[config.mk]
export PLATFORM = sky130hd
export DESIGN_NAME = controlUnit
export DESIGN_NICKNAME = d
export VERILOG_FILES = /design/src/verilog/controlUnitPkg.sv /design/src/verilog/instrDecoder.sv /design/src/verilog/controlSequencer.sv /design/src/verilog/controlWordGen.sv /design/src/verilog/controlUnit.sv
export VERILOG_INCLUDE_DIRS = /design/src /design/src/verilog
export SDC_FILE = /design/constraint.sdc
export NUM_CORES = 1
export LEC_CHECK = 0
export BUFFER_PORTS_ARGS = -buffer_cell sky130_fd_sc_hd__clkbuf_2
export CORE_MARGIN = 4
export CORE_UTILIZATION = 40
export DETAILED_ROUTE_END_ITERATION = 10
export PLACE_DENSITY = 0.72
export SLEW_MARGIN = 30
export SYNTH_ARGS = -nofsm -noshare
export SYNTH_HDL_FRONTEND = slang
export SYNTH_HIERARCHICAL = 1
export SYNTH_SLANG_ARGS = --single-unit
[constraint.sdc]
create_clock -name clock -period 3.44 [get_ports clock]
set_input_delay 0.344 -clock clock [delete_from_list [all_inputs] [get_ports clock]]
set_output_delay 0.344 -clock clock [all_outputs]
set_load 0.01 [all_outputs]
[src/verilog/controlUnit_defs.svh]
`ifndef CONTROLUNIT_DEFS_SVH
`define CONTROLUNIT_DEFS_SVH

// Instruction fields
`define OPCODE_WIDTH 6
`define FUNCT_WIDTH 6

// Sequencer state code
`define STATE_WIDTH 7

// Control word field widths
`define PCSRC_WIDTH 3
`define ALUSRCA_WIDTH 2
`define ALUSRCB_WIDTH 3
`define REGDST_WIDTH 3
`define MEMTOREG_WIDTH 4

// Opcodes
`define OP_RTYPE 6'b000000
`define OP_ADDI 6'b001000
`define OP_ADDIU 6'b001001
`define OP_LUI 6'b001111

// Funct codes of R-type
`define FN_ADD 6'b100000
`define FN_SUB 6'b100010
`define FN_AND 6'b100100
`define FN_SRL 6'b000010
`define FN_SRA 6'b000011
`define FN_BREAK 6'b001101

// Register file write address select
`define REGDST_RT 3'b010
`define REGDST_RD 3'b001
`define REGDST_SP 3'b101

// Register file write data select
`define MEMTOREG_ALUOUT 4'b1000
`define MEMTOREG_SHIFT 4'b0011
`define MEMTOREG_LUI 4'b1010
`define MEMTOREG_SPINIT 4'b1011

// ALU operand selects
`define ALUSRCA_PC 2'b00
`define ALUSRCA_REGA 2'b10
`define ALUSRCB_REGB 3'b000
`define ALUSRCB_FOUR 3'b001
`define ALUSRCB_IMM 3'b010
`define ALUSRCB_BRANCHOFS 3'b100

`define PCSRC_ALU 3'b001

`endif

[src/verilog/controlUnitPkg.sv]
`include "controlUnit_defs.svh"

package controlUnitPkg;

	typedef enum logic [`STATE_WIDTH-1:0] {
		FETCH      = 7'd0,
		WAITFETCH  = 7'd1,
		WAITFETCH2 = 7'd2,
		DECODE     = 7'd3,
		EXEC_ALU   = 7'd4,
		EXEC_IMM   = 7'd5,
		EXEC_SHIFT = 7'd6,
		EXEC_LUI   = 7'd7,
		EXEC_BREAK = 7'd8,
		EXEC_IDLE  = 7'd9,
		WB_RD      = 7'd10,
		WB_RT      = 7'd11,
		WB_SHIFT   = 7'd12,
		WAIT       = {`STATE_WIDTH{1'b1}}
	} stateCode_t;

	typedef enum logic [2:0] {
		RTYPE_ALU,
		IMM_ALU,
		LUI,
		SHIFT,
		BREAK,
		UNSUPPORTED
	} instrClass_t;

	typedef enum logic [2:0] {
		ALU_NONE = 3'd0,
		ALU_ADD  = 3'd1,
		ALU_SUB  = 3'd2,
		ALU_AND  = 3'd3
	} aluOp_t;

	// Codes 1, 3 and 4 match the shifter's control input
	typedef enum logic [2:0] {
		SHIFT_NONE = 3'd0,
		SHIFT_LOAD = 3'd1,
		SHIFT_SRL  = 3'd3,
		SHIFT_SRA  = 3'd4
	} shiftOp_t;

	typedef struct packed {
		instrClass_t instrClass;
		aluOp_t aluOp;
		shiftOp_t shiftOp;
	} decodedInstr_t;

	typedef struct packed {
		logic pcWrite;
		logic [`PCSRC_WIDTH-1:0] pcSource;
		logic regWrite;
		logic irWrite;
		logic writeRegA;
		logic writeRegB;
		logic [`ALUSRCA_WIDTH-1:0] aluSrcA;
		logic [`ALUSRCB_WIDTH-1:0] aluSrcB;
		aluOp_t aluOp;
		logic aluOutControl;
		logic shiftSrc;
		logic shiftAmt;
		shiftOp_t shiftCtrl;
		logic [`REGDST_WIDTH-1:0] regDst;
		logic [`MEMTOREG_WIDTH-1:0] memToReg;
	} controlWord_t;

endpackage

[src/verilog/instrDecoder.sv]
`include "controlUnit_defs.svh"

module instrDecoder import controlUnitPkg::*; (
	input logic clock,
	input logic reset,
	input logic [`OPCODE_WIDTH-1:0] opcode,
	input logic [`FUNCT_WIDTH-1:0] funct,
	input logic decodeStrobe,
	output decodedInstr_t decoded
);

	localparam decodedInstr_t NO_INSTR = '{
		instrClass: UNSUPPORTED,
		aluOp: ALU_NONE,
		shiftOp: SHIFT_NONE
	};

	decodedInstr_t tableResult;
	decodedInstr_t held;

	always_comb begin
		tableResult = NO_INSTR;
		case (opcode)
			`OP_RTYPE: begin
				case (funct)
					`FN_ADD: tableResult = '{RTYPE_ALU, ALU_ADD, SHIFT_NONE};
					`FN_SUB: tableResult = '{RTYPE_ALU, ALU_SUB, SHIFT_NONE};
					`FN_AND: tableResult = '{RTYPE_ALU, ALU_AND, SHIFT_NONE};
					`FN_SRL: tableResult = '{SHIFT, ALU_NONE, SHIFT_SRL};
					`FN_SRA: tableResult = '{SHIFT, ALU_NONE, SHIFT_SRA};
					`FN_BREAK: tableResult = '{BREAK, ALU_NONE, SHIFT_NONE};
					default: tableResult = NO_INSTR;
				endcase
			end
			// Unsigned add only differs in overflow handling, same path
			`OP_ADDI, `OP_ADDIU: tableResult = '{IMM_ALU, ALU_ADD, SHIFT_NONE};
			`OP_LUI: tableResult = '{LUI, ALU_NONE, SHIFT_NONE};
			default: tableResult = NO_INSTR;
		endcase
	end

	always_ff @(posedge clock) begin
		if (reset) begin
			held <= NO_INSTR;
		end else if (decodeStrobe) begin
			held <= tableResult;
		end
	end

	// Live table during DECODE so the exit edge sees this instruction
	assign decoded = decodeStrobe ? tableResult : held;

endmodule

[src/verilog/controlSequencer.sv]
`include "controlUnit_defs.svh"

module controlSequencer import controlUnitPkg::*; (
	input logic clock,
	input logic reset,
	input instrClass_t instrClass,
	output stateCode_t state,
	output stateCode_t nextState,
	output logic decodeStrobe
);

	// Parked in WAIT so the first edge out of reset lands on FETCH
	always_ff @(posedge clock) begin
		if (reset) begin
			state <= WAIT;
		end else begin
			state <= nextState;
		end
	end

	always_comb begin
		nextState = FETCH;
		case (state)
			FETCH: begin
				nextState = WAITFETCH;
			end
			WAITFETCH: begin
				nextState = WAITFETCH2;
			end
			WAITFETCH2: begin
				nextState = DECODE;
			end
			DECODE: begin
				case (instrClass)
					RTYPE_ALU: nextState = EXEC_ALU;
					IMM_ALU: nextState = EXEC_IMM;
					SHIFT: nextState = EXEC_SHIFT;
					LUI: nextState = EXEC_LUI;
					BREAK: nextState = EXEC_BREAK;
					default: nextState = EXEC_IDLE;
				endcase
			end
			EXEC_ALU: begin
				nextState = WB_RD;
			end
			EXEC_IMM: begin
				nextState = WB_RT;
			end
			EXEC_SHIFT: begin
				nextState = WB_SHIFT;
			end
			// LUI writes in its execute cycle
			EXEC_LUI: begin
				nextState = WAIT;
			end
			EXEC_IDLE: begin
				nextState = WAIT;
			end
			// PC already rewritten, no settling cycle
			EXEC_BREAK: begin
				nextState = FETCH;
			end
			WB_RD, WB_RT, WB_SHIFT: begin
				nextState = WAIT;
			end
			WAIT: begin
				nextState = FETCH;
			end
			default: begin
				nextState = FETCH;
			end
		endcase
	end

	assign decodeStrobe = (state == DECODE);

endmodule

[src/verilog/controlWordGen.sv]
`include "controlUnit_defs.svh"

module controlWordGen import controlUnitPkg::*; (
	input logic clock,
	input logic reset,
	input stateCode_t nextState,
	input aluOp_t aluOp,
	input shiftOp_t shiftOp,
	output controlWord_t control
);

	controlWord_t spInitWord;
	controlWord_t nextWord;

	// Loads the stack pointer initial value while held in reset
	always_comb begin
		spInitWord = '0;
		spInitWord.regWrite = 1'b1;
		spInitWord.regDst = `REGDST_SP;
		spInitWord.memToReg = `MEMTOREG_SPINIT;
	end

	always_comb begin
		nextWord = '0;
		case (nextState)
			// PC + 4
			FETCH: begin
				nextWord.aluSrcA = `ALUSRCA_PC;
				nextWord.aluSrcB = `ALUSRCB_FOUR;
			end
			WAITFETCH2: begin
				nextWord.irWrite = 1'b1;
			end
			// Operands into A and B, branch target precomputed
			DECODE: begin
				nextWord.writeRegA = 1'b1;
				nextWord.writeRegB = 1'b1;
				nextWord.aluSrcA = `ALUSRCA_PC;
				nextWord.aluSrcB = `ALUSRCB_BRANCHOFS;
				nextWord.aluOp = ALU_ADD;
				nextWord.aluOutControl = 1'b1;
				nextWord.shiftSrc = 1'b1;
				nextWord.shiftCtrl = SHIFT_LOAD;
			end
			EXEC_ALU: begin
				nextWord.aluSrcA = `ALUSRCA_REGA;
				nextWord.aluSrcB = `ALUSRCB_REGB;
				nextWord.aluOp = aluOp;
				nextWord.aluOutControl = 1'b1;
			end
			EXEC_IMM: begin
				nextWord.aluSrcA = `ALUSRCA_REGA;
				nextWord.aluSrcB = `ALUSRCB_IMM;
				nextWord.aluOp = aluOp;
				nextWord.aluOutControl = 1'b1;
			end
			EXEC_SHIFT: begin
				nextWord.shiftAmt = 1'b1;
				nextWord.shiftCtrl = shiftOp;
			end
			EXEC_LUI: begin
				nextWord.regWrite = 1'b1;
				nextWord.regDst = `REGDST_RT;
				nextWord.memToReg = `MEMTOREG_LUI;
			end
			// Undo the fetch increment
			EXEC_BREAK: begin
				nextWord.pcWrite = 1'b1;
				nextWord.pcSource = `PCSRC_ALU;
				nextWord.aluSrcB = `ALUSRCB_FOUR;
				nextWord.aluOp = ALU_SUB;
			end
			WB_RD: begin
				nextWord.regWrite = 1'b1;
				nextWord.regDst = `REGDST_RD;
				nextWord.memToReg = `MEMTOREG_ALUOUT;
			end
			WB_RT: begin
				nextWord.regWrite = 1'b1;
				nextWord.regDst = `REGDST_RT;
				nextWord.memToReg = `MEMTOREG_ALUOUT;
			end
			WB_SHIFT: begin
				nextWord.regWrite = 1'b1;
				nextWord.regDst = `REGDST_RD;
				nextWord.memToReg = `MEMTOREG_SHIFT;
			end
			default: begin
				nextWord = '0;
			end
		endcase
	end

	always_ff @(posedge clock) begin
		if (reset) begin
			control <= spInitWord;
		end else begin
			control <= nextWord;
		end
	end

endmodule

[src/verilog/controlUnit.sv]
`include "controlUnit_defs.svh"

module controlUnit import controlUnitPkg::*; (
	input logic clock,
	input logic reset,
	input logic [`OPCODE_WIDTH-1:0] opcode,
	input logic [`FUNCT_WIDTH-1:0] funct,
	output controlWord_t control,
	output stateCode_t stateCode
);

	decodedInstr_t decoded;
	stateCode_t nextState;
	logic decodeStrobe;

	instrDecoder decoder_i (
		.clock(clock),
		.reset(reset),
		.opcode(opcode),
		.funct(funct),
		.decodeStrobe(decodeStrobe),
		.decoded(decoded)
	);

	controlSequencer sequencer_i (
		.clock(clock),
		.reset(reset),
		.instrClass(decoded.instrClass),
		.state(stateCode),
		.nextState(nextState),
		.decodeStrobe(decodeStrobe)
	);

	// Word is registered from nextState, so it lines up with stateCode
	controlWordGen wordGen_i (
		.clock(clock),
		.reset(reset),
		.nextState(nextState),
		.aluOp(decoded.aluOp),
		.shiftOp(decoded.shiftOp),
		.control(control)
	);

endmodule

# Yosys cells after proc, flatten, opt, wreduce, memory -nomap -nowiden
# Cells that the tools add are included.
# classes
n_eq_ne,34
mux,17
reduce_logical,10
# ops
operator,n
"equality test 7 x 3 -> 1 bit, second input constant",8
"equality test 7 x 4 -> 1 bit, second input constant",8
one-hot mux 7 bit (8 select lines),1
one-hot mux 9 bit (6 select lines),1
"equality test 7 x 2 -> 1 bit, second input constant",4
one-hot mux 9 bit (3 select lines),1
"equality test 6 x 4 -> 1 bit, second input constant",4
one-hot mux 6 bit (4 select lines),1
one-hot mux 4 bit (5 select lines),1
"equality test 6 bit, second input constant",3
one-hot mux 3 bit (3 select lines),2
zero test 7 bit,2
"equality test 6 x 2 -> 1 bit, second input constant",2
two-way mux 9 bit,1
"equality test 7 x 1 -> 1 bit, second input constant",1
"equality test 3 x 2 -> 1 bit, second input constant",2
zero test 6 bit,1
one-hot mux 3 bit (2 select lines),1
OR reduction 2 bit,3
two-way mux 1 bit,5
OR reduction 5 bit,1
two-way mux 2 bit,2
two-way mux 4 bit,1
OR reduction 4 bit,1
other kinds (4),4
# totals
ff_bits,45
inputBits,14
output_inout_bits,36
elab_cells,80

# Logic depth before layout (Yosys ltp)
# Gate-level depths: netlist of the first run.
# logic_depth
word_depth,10
ltp_mapped,15
depth_no_buf,13

# Hierarchy
# The synthesis of the first run kept the hierarchy.
# modules_own_cells
mod,instances,cells_each,area_each_um2
controlWordGen,1,79,805.8
instrDecoder,1,65,545.5
controlSequencer,1,49,411.6

# Worst setup path before layout of the first run
# No wires, ideal clock.
# synth_path
path_type,register to register
from,reg sequencer_i/state[1] in the netlist's numbering
to,"reg, netlist name wordGen_i/control[24]"
setup_ps,121
arrival_time_ps,3080
slack_ps,239
stages_incl_launch_ff,12
n_path_buf,2
path_cell_list,dfxtp_1 buf_6 nand2_1 nor4_1 clkbuf_1 a31oi_1 nand2_1 a311oi_1 a211oi_1 nor2b_1 a21oi_1 o21bai_1
# synth_lines
element,line,rtl
start: declaration,controlSequencer.sv:7,"output stateCode_t state,"
start signal: assignment,controlSequencer.sv:17,state <= nextState;

==> metrics.yaml, run 1 <==
detailedPlace.worstSlack_ns: 0.2591
postCtsSetupBuffers: 0
antenna_found_initial: 0
routedWlPerCell_um: 12.54
die_y_um: 74.39
h-tree-depth: 2
grt_overflow: 0
vias: 1462
rsz0062_at_grt: "false"
worstSetupPathType: "flip-flop to flip-flop"
io_pins: 50
fin_area_um2: 2052
coreArea_um2: 4144
drive_gt1_frac: 0.3362
start_util: 0.4254
seq_power_share: 0.448
finalHoldViolCount: 0
final_cell_mix: "45 x clkbuf_2, 34 x dfxtp_1, 14 x nor2_1"
drc: 0
gp_congestion: 0.8176
dieArea_um2: 5533
hp-class: "primary input to flip-flop"
clock_sinks: 35
switching_power_mw: 0.2729
via_per_inst: 5.184
drt_iter0_drc: 146
crit_fanout: 14
place_area_um2: 1944
cts_buffer_depth: 2
clk_pin_slew_worst_paths_ns: 0.06
cp_slowest_stage_delay_ns: 0.61
yosysTopAreaCell: "dfxtp_1"
cp.required_ns: 3.65
layout.cells.most_common: "clkbuf_2"
grt_max_degree: 17
track_usage: 0.1351
reg2reg_slack_ns: 0.40
nFillCells: 413
leakage_nw: 0.8831
numCtsBuffers: 5
instances_no_fill: 282
max_freq_ghz: 0.3289
synth_flop_cell: "dfxtp_1"
comb_power_share: 0.208
final.period_utilization: 0.8840
worstMarginPinSlew_ns: 0.7917
internal_power_mw: 0.7273
clockPowerShare: 0.344
ys.warnings.count: 6
worstHoldPathCells: 3
synth_area_per_cell_um2: 9.134
insertion_delay_ns: 0.28
grt_pass1_vias: 1264
wl_um: 3536
r2r_end: "wordGen_i/control[3]"
dp.cells: 275
use_met3: 0.03919
grt_pass1_wl_um: 5775
power_mw: 1.000
finalSetupViolations: 0
r2r-start: "sequencer_i/state[0]"
synth_area_leaders: "dfxtp_1 40%, buf_4 5.1%, buf_6 3.2%"
met1_usage: 0.1675
drv_cap: 0
whs_endpoint: "decoder_i/held[2]"
setup-tns-final_ns: 0
layout.nets: 246
end_kind: "flip-flop"
reg2reg_depth: 11
ys_seq_area_frac: 0.3974
arrival_ns: 3.25
final_core_util: 0.4952
gr-usage-met2: 0.2205
netlist.area_leader.share: 0.3974
sw_frac_of_total: 0.2728
slowest_stage: "nor2_1"
insertedDiodeCount: 0
postRouteAntennaNets: 0
area_delta_synth_final_pct: 16.39
synth-edff-count: 0
top_usage_layer: "met2"
syn_area_um2: 1763
skew_ns: 0.004525
period_needed_ns: 3.041
worstHoldStart: "funct[0]"
ir_drop_mv: 0.1647
maxSlewHeadroom: 0.4703
root_buffer: "clkbuf_8"
cp_top_family: "simple AND/OR/NAND/NOR gates"
rows: 23
die_w_um: 74.39
ys_async_sr_fraction: 0
ys_types: 59
start_kind: "flip-flop"
crit_chain: "nand2_1 -> nor4_2 -> nor2b_1 -> a31oi_1 -> nand2_1 -> o21bai_1 -> mux2i_1 -> nor2_1 -> nor2b_1 -> a21oi_1 -> o21bai_1"
hold_slack_ns: 0.3713
hpwl_um: 2680
ys_ff_latch: 35
hold_buffers: 0
status: "completed"
p_per_area_nw_per_um2: 487.4
port_buffers: 45
path_buf_inv: 0
final_max_slew_viol_count: 0
worst_slack_ns: 0.3991
dr.pass1.iters: 4
cts_tree: "done"
syn_inst: 193
-- repair_timing --
item | CTS | global route
resized for setup | 0 | 2
setup endpoints to repair | 0 | 7
endpoints found under the hold margin | 0 | 0
-- worst min-delay path, delay by kind of cell --
family | cells | cell delay [ns]
compound gates | 1 | 0.06
simple gates | 1 | 0.08
buf+inv | 1 | 0.11
-- final cells by class --
class,instances,area (um2),area share
Inverter,4,15.01,0.007317
Clock inverter,1,30.03,0.01463
Sequential cell,35,701.9,0.3421
Multi-Input combinational cell,136,907.1,0.4421
Tap cell,50,62.56,0.03049
Clock buffer,6,72.57,0.03537
Timing Repair Buffer,50,262.8,0.1280
-- cells by family after synthesis --
family / after synthesis / share of synthesized area
other: 1 / 0.002127
and+or+nand+nor: 84 / 0.2903
buffers and inverters: 25 / 0.1001
DFF: 35 / 0.3974
xor gates and xnor gates: 1 / 0.004969
AOI/OAI and AO/OA: 45 / 0.1931
muxes: 2 / 0.01207
-- sequential cells by signal, indices dropped and copies added (netlist names) --
register,cells
wordGen_i/control,21
decoder_i/held,9
sequencer_i/state,5
-- power by group through the flow --
stage | sequential, mW | clock, mW | combinational, mW
3_5_place_dp | 0.457 | 0 | 0.206
5_1_grt | 0.452 | 0.371 | 0.234
3_3_place_gp | 0.456 | 0 | 0.204
4_1_cts | 0.448 | 0.357 | 0.207
2_1_floorplan | 0.458 | 0 | 0.162
6_report | 0.448 | 0.344 | 0.208
-- metal layers --
metal  wire length (um)  vias up
met1               1546      665
met4                 51        0
met2               1668       48
li1                   -      745
met5                  0        -
met3                270        4
-- worst max-delay path by stage --
stage / startpoint / end / slack [ns] / cells past startpoint
2_1_floorplan: sequencer_i/state[1] / wordGen_i/control[24] / 0.24 / 11
3_3_place_gp: sequencer_i/state[1] / wordGen_i/control[12] / 0.27 / 14
3_5_place_dp: sequencer_i/state[1] / wordGen_i/control[12] / 0.26 / 14
4_1_cts: sequencer_i/state[1] / wordGen_i/control[12] / 0.24 / 14
5_1_grt: sequencer_i/state[0] / wordGen_i/control[3] / 0.01 / 11
6_report: sequencer_i/state[0] / wordGen_i/control[3] / 0.40 / 11
-- synth_stat cells (3+ instances only) --
cell type,n
dfxtp_1,35
nor2_1,14
buf_4,12
nand2_1,11
a21oi_1,10
nand2b_1,8
nor2b_1,7
and2_1,5
buf_6,5
nor3_1,5
o21ai_0,5
clkbuf_1,4
nand3_1,4
nand3b_1,4
o21bai_1,4
or2_2,4
a31oi_1,3
inv_1,3
nor4_1,3
Power figures use the tool's default switching activity.
==> inputs of run 2 (changes only) <==
BUFFER_PORTS_ARGS = unset   (was -buffer_cell sky130_fd_sc_hd__clkbuf_2)
DONT_BUFFER_PORTS = 1   (was unset)
PLACE_DENSITY = 0.62   (was 0.72)
==> metrics.yaml, run 2 (synthesis gave the netlist of run 1 again) <==
cts_buffer_depth: 2
top_register: "wordGen_i/control"
layout.cells.most_common: "dfxtp_1"
die_w_um: 74.39
antenna_found_initial: 0
reg.largest.list: "wordGen_i/control (21), decoder_i/held (9), sequencer_i/state (5)"
cp_slowest_stage_delay_ns: 0.44
slowest_stage: "dfxtp_2"
final_cell_mix: "34 x dfxtp_1, 14 x nor2_1, 11 x nand2_1"
worstHoldPathCells: 0
gp_congestion: 0.8822
path_buf_inv: 2
clock_sinks: 35
track_usage: 0.1392
r2r-start: "sequencer_i/state[0]"
critical_path.most_common_cell: "nand2_1"
drive_gt1_frac: 0.1895
period_needed_ns: 2.983
start_util: 0.4254
arrival_ns: 3.19
grt_overflow: 0
grt_pass1_vias: 1279
crit_chain: "nand2_1 -> nor4_4 -> buf_4 -> inv_2 -> a31oi_1 -> nand2b_1 -> nand2_1 -> nor2b_2 -> a21oi_1 -> o311ai_1 -> or2b_1 -> nand2_1 -> or2_2 -> a21oi_1"
status: "completed"
worstSetupPathType: "flip-flop to flip-flop"
ir_drop_mv: 0.1327
via_per_inst: 5.500
start_kind: "flip-flop"
routedWlPerCell_um: 15.06
coreArea_um2: 4144
insertion_delay_ns: 0.28
layout.nets: 204
grt_max_degree: 17
area_delta_synth_final_pct: 4.329
numCtsBuffers: 5
wl_um: 3614
final_max_slew_viol_count: 0
insertedDiodeCount: 0
vias: 1320
fin_area_um2: 1839
io_pins: 50
postCtsSetupBuffers: 0
port_buffers: 0
root_buffer: "clkbuf_8"
grt_pass1_wl_um: 5865
finalSetupViolations: 0
dr.pass1.iters: 4
rows: 23
postRouteAntennaNets: 0
setup-tns-final_ns: 0
h-tree-depth: 2
reg2reg_depth: 14
clk_pin_slew_worst_paths_ns: 0.07
worstHoldStart: "reset"
end_kind: "flip-flop"
dieArea_um2: 5533
largest_register_ffs: 21
final.period_utilization: 0.8670
whs_endpoint: "wordGen_i/control[6]"
hold_buffers: 0
die_y_um: 74.39
place_area_um2: 1742
leakage_nw: 0.7010
hpwl_um: 2662
crit_fanout: 12
max_freq_ghz: 0.3353
cp_top_family: "simple AND/OR/NAND/NOR gates"
drt_iter0_drc: 69
power_mw: 0.9230
cts_tree: "done"
hp-class: "primary input to flip-flop"
cp.required_ns: 3.65
rsz0062_at_grt: "false"
drv_cap: 0
reg2reg_slack_ns: 0.46
r2r_end: "wordGen_i/control[12]"
drc: 0
p_per_area_nw_per_um2: 501.8
skew_ns: 0.009391
finalHoldViolCount: 0
[run 2: changes by cell type in the layout (fill, tap and decap cells not counted), sizes merged]
cell    delta
clkbuf    -45
buf        +3
bufinv     -1
clkinv     +1
[run 2: layer usage]
layer | track usage | part of all wire
met1 | 0.1691 | 0.43
met2 | 0.2166 | 0.47
met3 | 0.05135 | 0.079
met4 | 0.06917 | 0.020
met5 | 0 | 0
[run 2: area by class of cell]
type,instances,area (um2)
Timing Repair Buffer,8,60.06
Multi-Input combinational cell,136,912.1
Tap cell,50,62.56
Inverter,4,15.01
Clock inverter,1,5.005
Clock buffer,6,82.58
Sequential cell,35,701.9
Fill cell,423,2305
[run 2: through the flow]
| stage | util | hold slack (ns) | setup slack (ns) | instances |
|---|---|---|---|---|
| finish | 0.4438 | 0.09948 | 0.4574 | 240 |
| floorplan | - | 0.3717 | 0.2392 | 196 |
| CTS | 0.4414 | 0.08275 | 0.2982 | 240 |
| global route | 0.4438 | 0.08034 | 0.1223 | 240 |
| global placement | 0.4203 | 0.3742 | 0.4900 | 233 |
| detailed placement | 0.4203 | 0.3736 | 0.3950 | 233 |
[run 2: worst register-to-register path, stage by stage (launching register included)]
cell      delay (ns)
dfxtp_2         0.44
nand2_1         0.16
nor4_4          0.25
buf_4           0.25
inv_2           0.08
a31oi_1         0.18
nand2b_1        0.10
nand2_1         0.13
nor2b_2         0.07
a21oi_1         0.18
o311ai_1        0.13
or2b_1          0.37
nand2_1         0.13
or2_2           0.31
a21oi_1         0.14
[run 2: worst max path at each step]
stage | to | from | depth (start not counted)
after floorplan | wordGen_i/control[24] | sequencer_i/state[1] | 11
after global placement | wordGen_i/control[8] | sequencer_i/state[0] | 11
after detailed placement | wordGen_i/control[12] | sequencer_i/state[0] | 14
after CTS | wordGen_i/control[12] | sequencer_i/state[0] | 14
after global routing | wordGen_i/control[12] | sequencer_i/state[0] | 14
final | wordGen_i/control[12] | sequencer_i/state[0] | 14
[run 2: power breakdown]
| part | switching [mW] | total, mW | internal (mW) |
|---|---|---|---|
| clock | 0.132 | 0.289 | 0.157 |
| sequential | 0.0226 | 0.450 | 0.428 |
| combinational | 0.110 | 0.184 | 0.0735 |
[run 2: repair_timing]
action,in CTS,in global routing
endpoints found under the hold margin,0,0
setup endpoints to repair,0,7
resized for setup,0,2
==> inputs of run 3 (changes only) <==
REMOVE_ABC_BUFFERS = 1   (was unset)
==> metrics.yaml, run 3 (synthesis gave the netlist of run 1 again) <==
status: "completed"
drive_gt1_frac: 0.1809
io_pins: 50
rows: 23
die_y_um: 74.39
setup-tns-final_ns: 0
grt_pass1_vias: 1211
worstSetupPathType: "flip-flop to flip-flop"
worstMarginPinSlew_ns: 0.5198
place_area_um2: 1719
max_freq_ghz: 0.3239
dp.cells: 230
hpwl_um: 2572
final_cell_mix: "34 x dfxtp_1, 14 x nor2_1, 11 x nand2_1"
multi_input_area_um2: 903.4
drt_iter0_drc: 85
dr.pass1.iters: 4
fin_area_um2: 1814
insertion_delay_ns: 0.29
vias: 1283
start_kind: "flip-flop"
clock_sinks: 35
clk_pin_slew_worst_paths_ns: 0.07
h-tree-depth: 2
seq_area_um2: 701.9
grt_max_degree: 17
hp-class: "primary input to flip-flop"
arrival_ns: 3.33
instances_no_fill: 238
start_util: 0.4254
wl_um: 3429
cts_tree: "done"
crit_fanout: 14
final_max_slew_viol_count: 0
final.period_utilization: 0.8975
routedWlPerCell_um: 14.41
skew_ns: 0.004470
end_kind: "flip-flop"
finalSetupViolations: 0
dieArea_um2: 5533
rsz0062_at_grt: "false"
finalHoldViolCount: 0
period_needed_ns: 3.088
port_buffers: 0
postRouteAntennaNets: 0
gp_congestion: 0.9056
p_per_area_nw_per_um2: 506.8
layout.nets: 201
area_delta_synth_final_pct: 2.910
coreArea_um2: 4144
grt_pass1_wl_um: 5796
cp.required_ns: 3.68
via_per_inst: 5.391
reg.largest.list: "wordGen_i/control (21), decoder_i/held (9), sequencer_i/state (5)"
numCtsBuffers: 5
largest_register_ffs: 21
root_buffer: "clkbuf_8"
cts_buffer_depth: 2
die_w_um: 74.39
track_usage: 0.1371
final_core_util: 0.4378
layout.cells.most_common: "dfxtp_1"
antenna_found_initial: 0
ir_drop_mv: 0.2203
grt_overflow: 0
top_register: "wordGen_i/control"
nFillCells: 435
maxSlewHeadroom: 0.6530
drv_cap: 0
postCtsSetupBuffers: 0
insertedDiodeCount: 0
leakage_nw: 0.6818
drc: 0
run 3: cell count changes in the layout (fill, tap and decap cells not counted):
cell,previous run,this run
nor4_2,0,1
nor4_4,1,0
clkinv_4,0,2
clkbuf_8,6,5
clkinv_2,1,0
clkinvlp_4,0,1
buf_4,8,5
run 3: final timing paths:
path,startpoint,to,slack [ns],depth (start not counted)
worst min register to register,decoder_i/held[2],decoder_i/held[2],0.47,2
worst max-delay path,sequencer_i/state[0],wordGen_i/control[9],0.35,12
worst min-delay path,reset,wordGen_i/control[6],0.08,0
worst max register to register,sequencer_i/state[0],wordGen_i/control[9],0.35,12
run 3: cell type report:
class | instances | area share
sequential | 35 | 0.3869
tap | 50 | 0.03448
multi-input combinational | 136 | 0.4979
clock buffer | 5 | 0.03793
timing repair buffer | 5 | 0.02069
inverter | 4 | 0.008276
clock inverter | 3 | 0.01379
run 3: stage by stage:
| stage | total power [mW] | setup WS [ns] | hold WS [ns] |
|---|---|---|---|
| final | 0.9195 | 0.3524 | 0.07983 |
| after global routing | 0.9736 | 0.01660 | 0.05927 |
| after detailed placement | 0.6300 | 0.3383 | 0.3729 |
| after CTS | 0.9310 | 0.3185 | 0.06574 |
| after floorplan | 0.5874 | -0.3970 | 0.3717 |
| after global placement | 0.6253 | 0.4900 | 0.3730 |
run 3: critical path, cell delays in order (launching register included):
cell      delay, ns
dfxtp_1        0.56
nand2_1        0.17
nor4_2         0.23
buf_4          0.26
o21ai_0        0.11
o22a_1         0.20
o21ai_0        0.18
a21oi_1        0.06
o311ai_1       0.26
or2b_1         0.38
nand2b_1       0.22
nor4b_4        0.25
and2_1         0.16
run 3: power breakdown:
| group | total (mW) | internal [mW] | switching, mW |
|---|---|---|---|
| registers | 0.462 | 0.427 | 0.0349 |
| clock network | 0.297 | 0.144 | 0.153 |
| logic | 0.160 | 0.0677 | 0.0925 |
| total | 0.919 | 0.639 | 0.280 |
run 3: routing by layer:
metal / vias up / track usage / wire length, um
met5: - / 0 / 0
met4: 0 / 0.04150 / 41
met3: 6 / 0.05811 / 241
met2: 34 / 0.2059 / 1573
met1: 583 / 0.1793 / 1573
li1: 660 / - / -
run 3: repair_timing:
item	CTS	global route
hold buffers	0	0
endpoints found under the setup margin	0	4
resized for setup	0	1
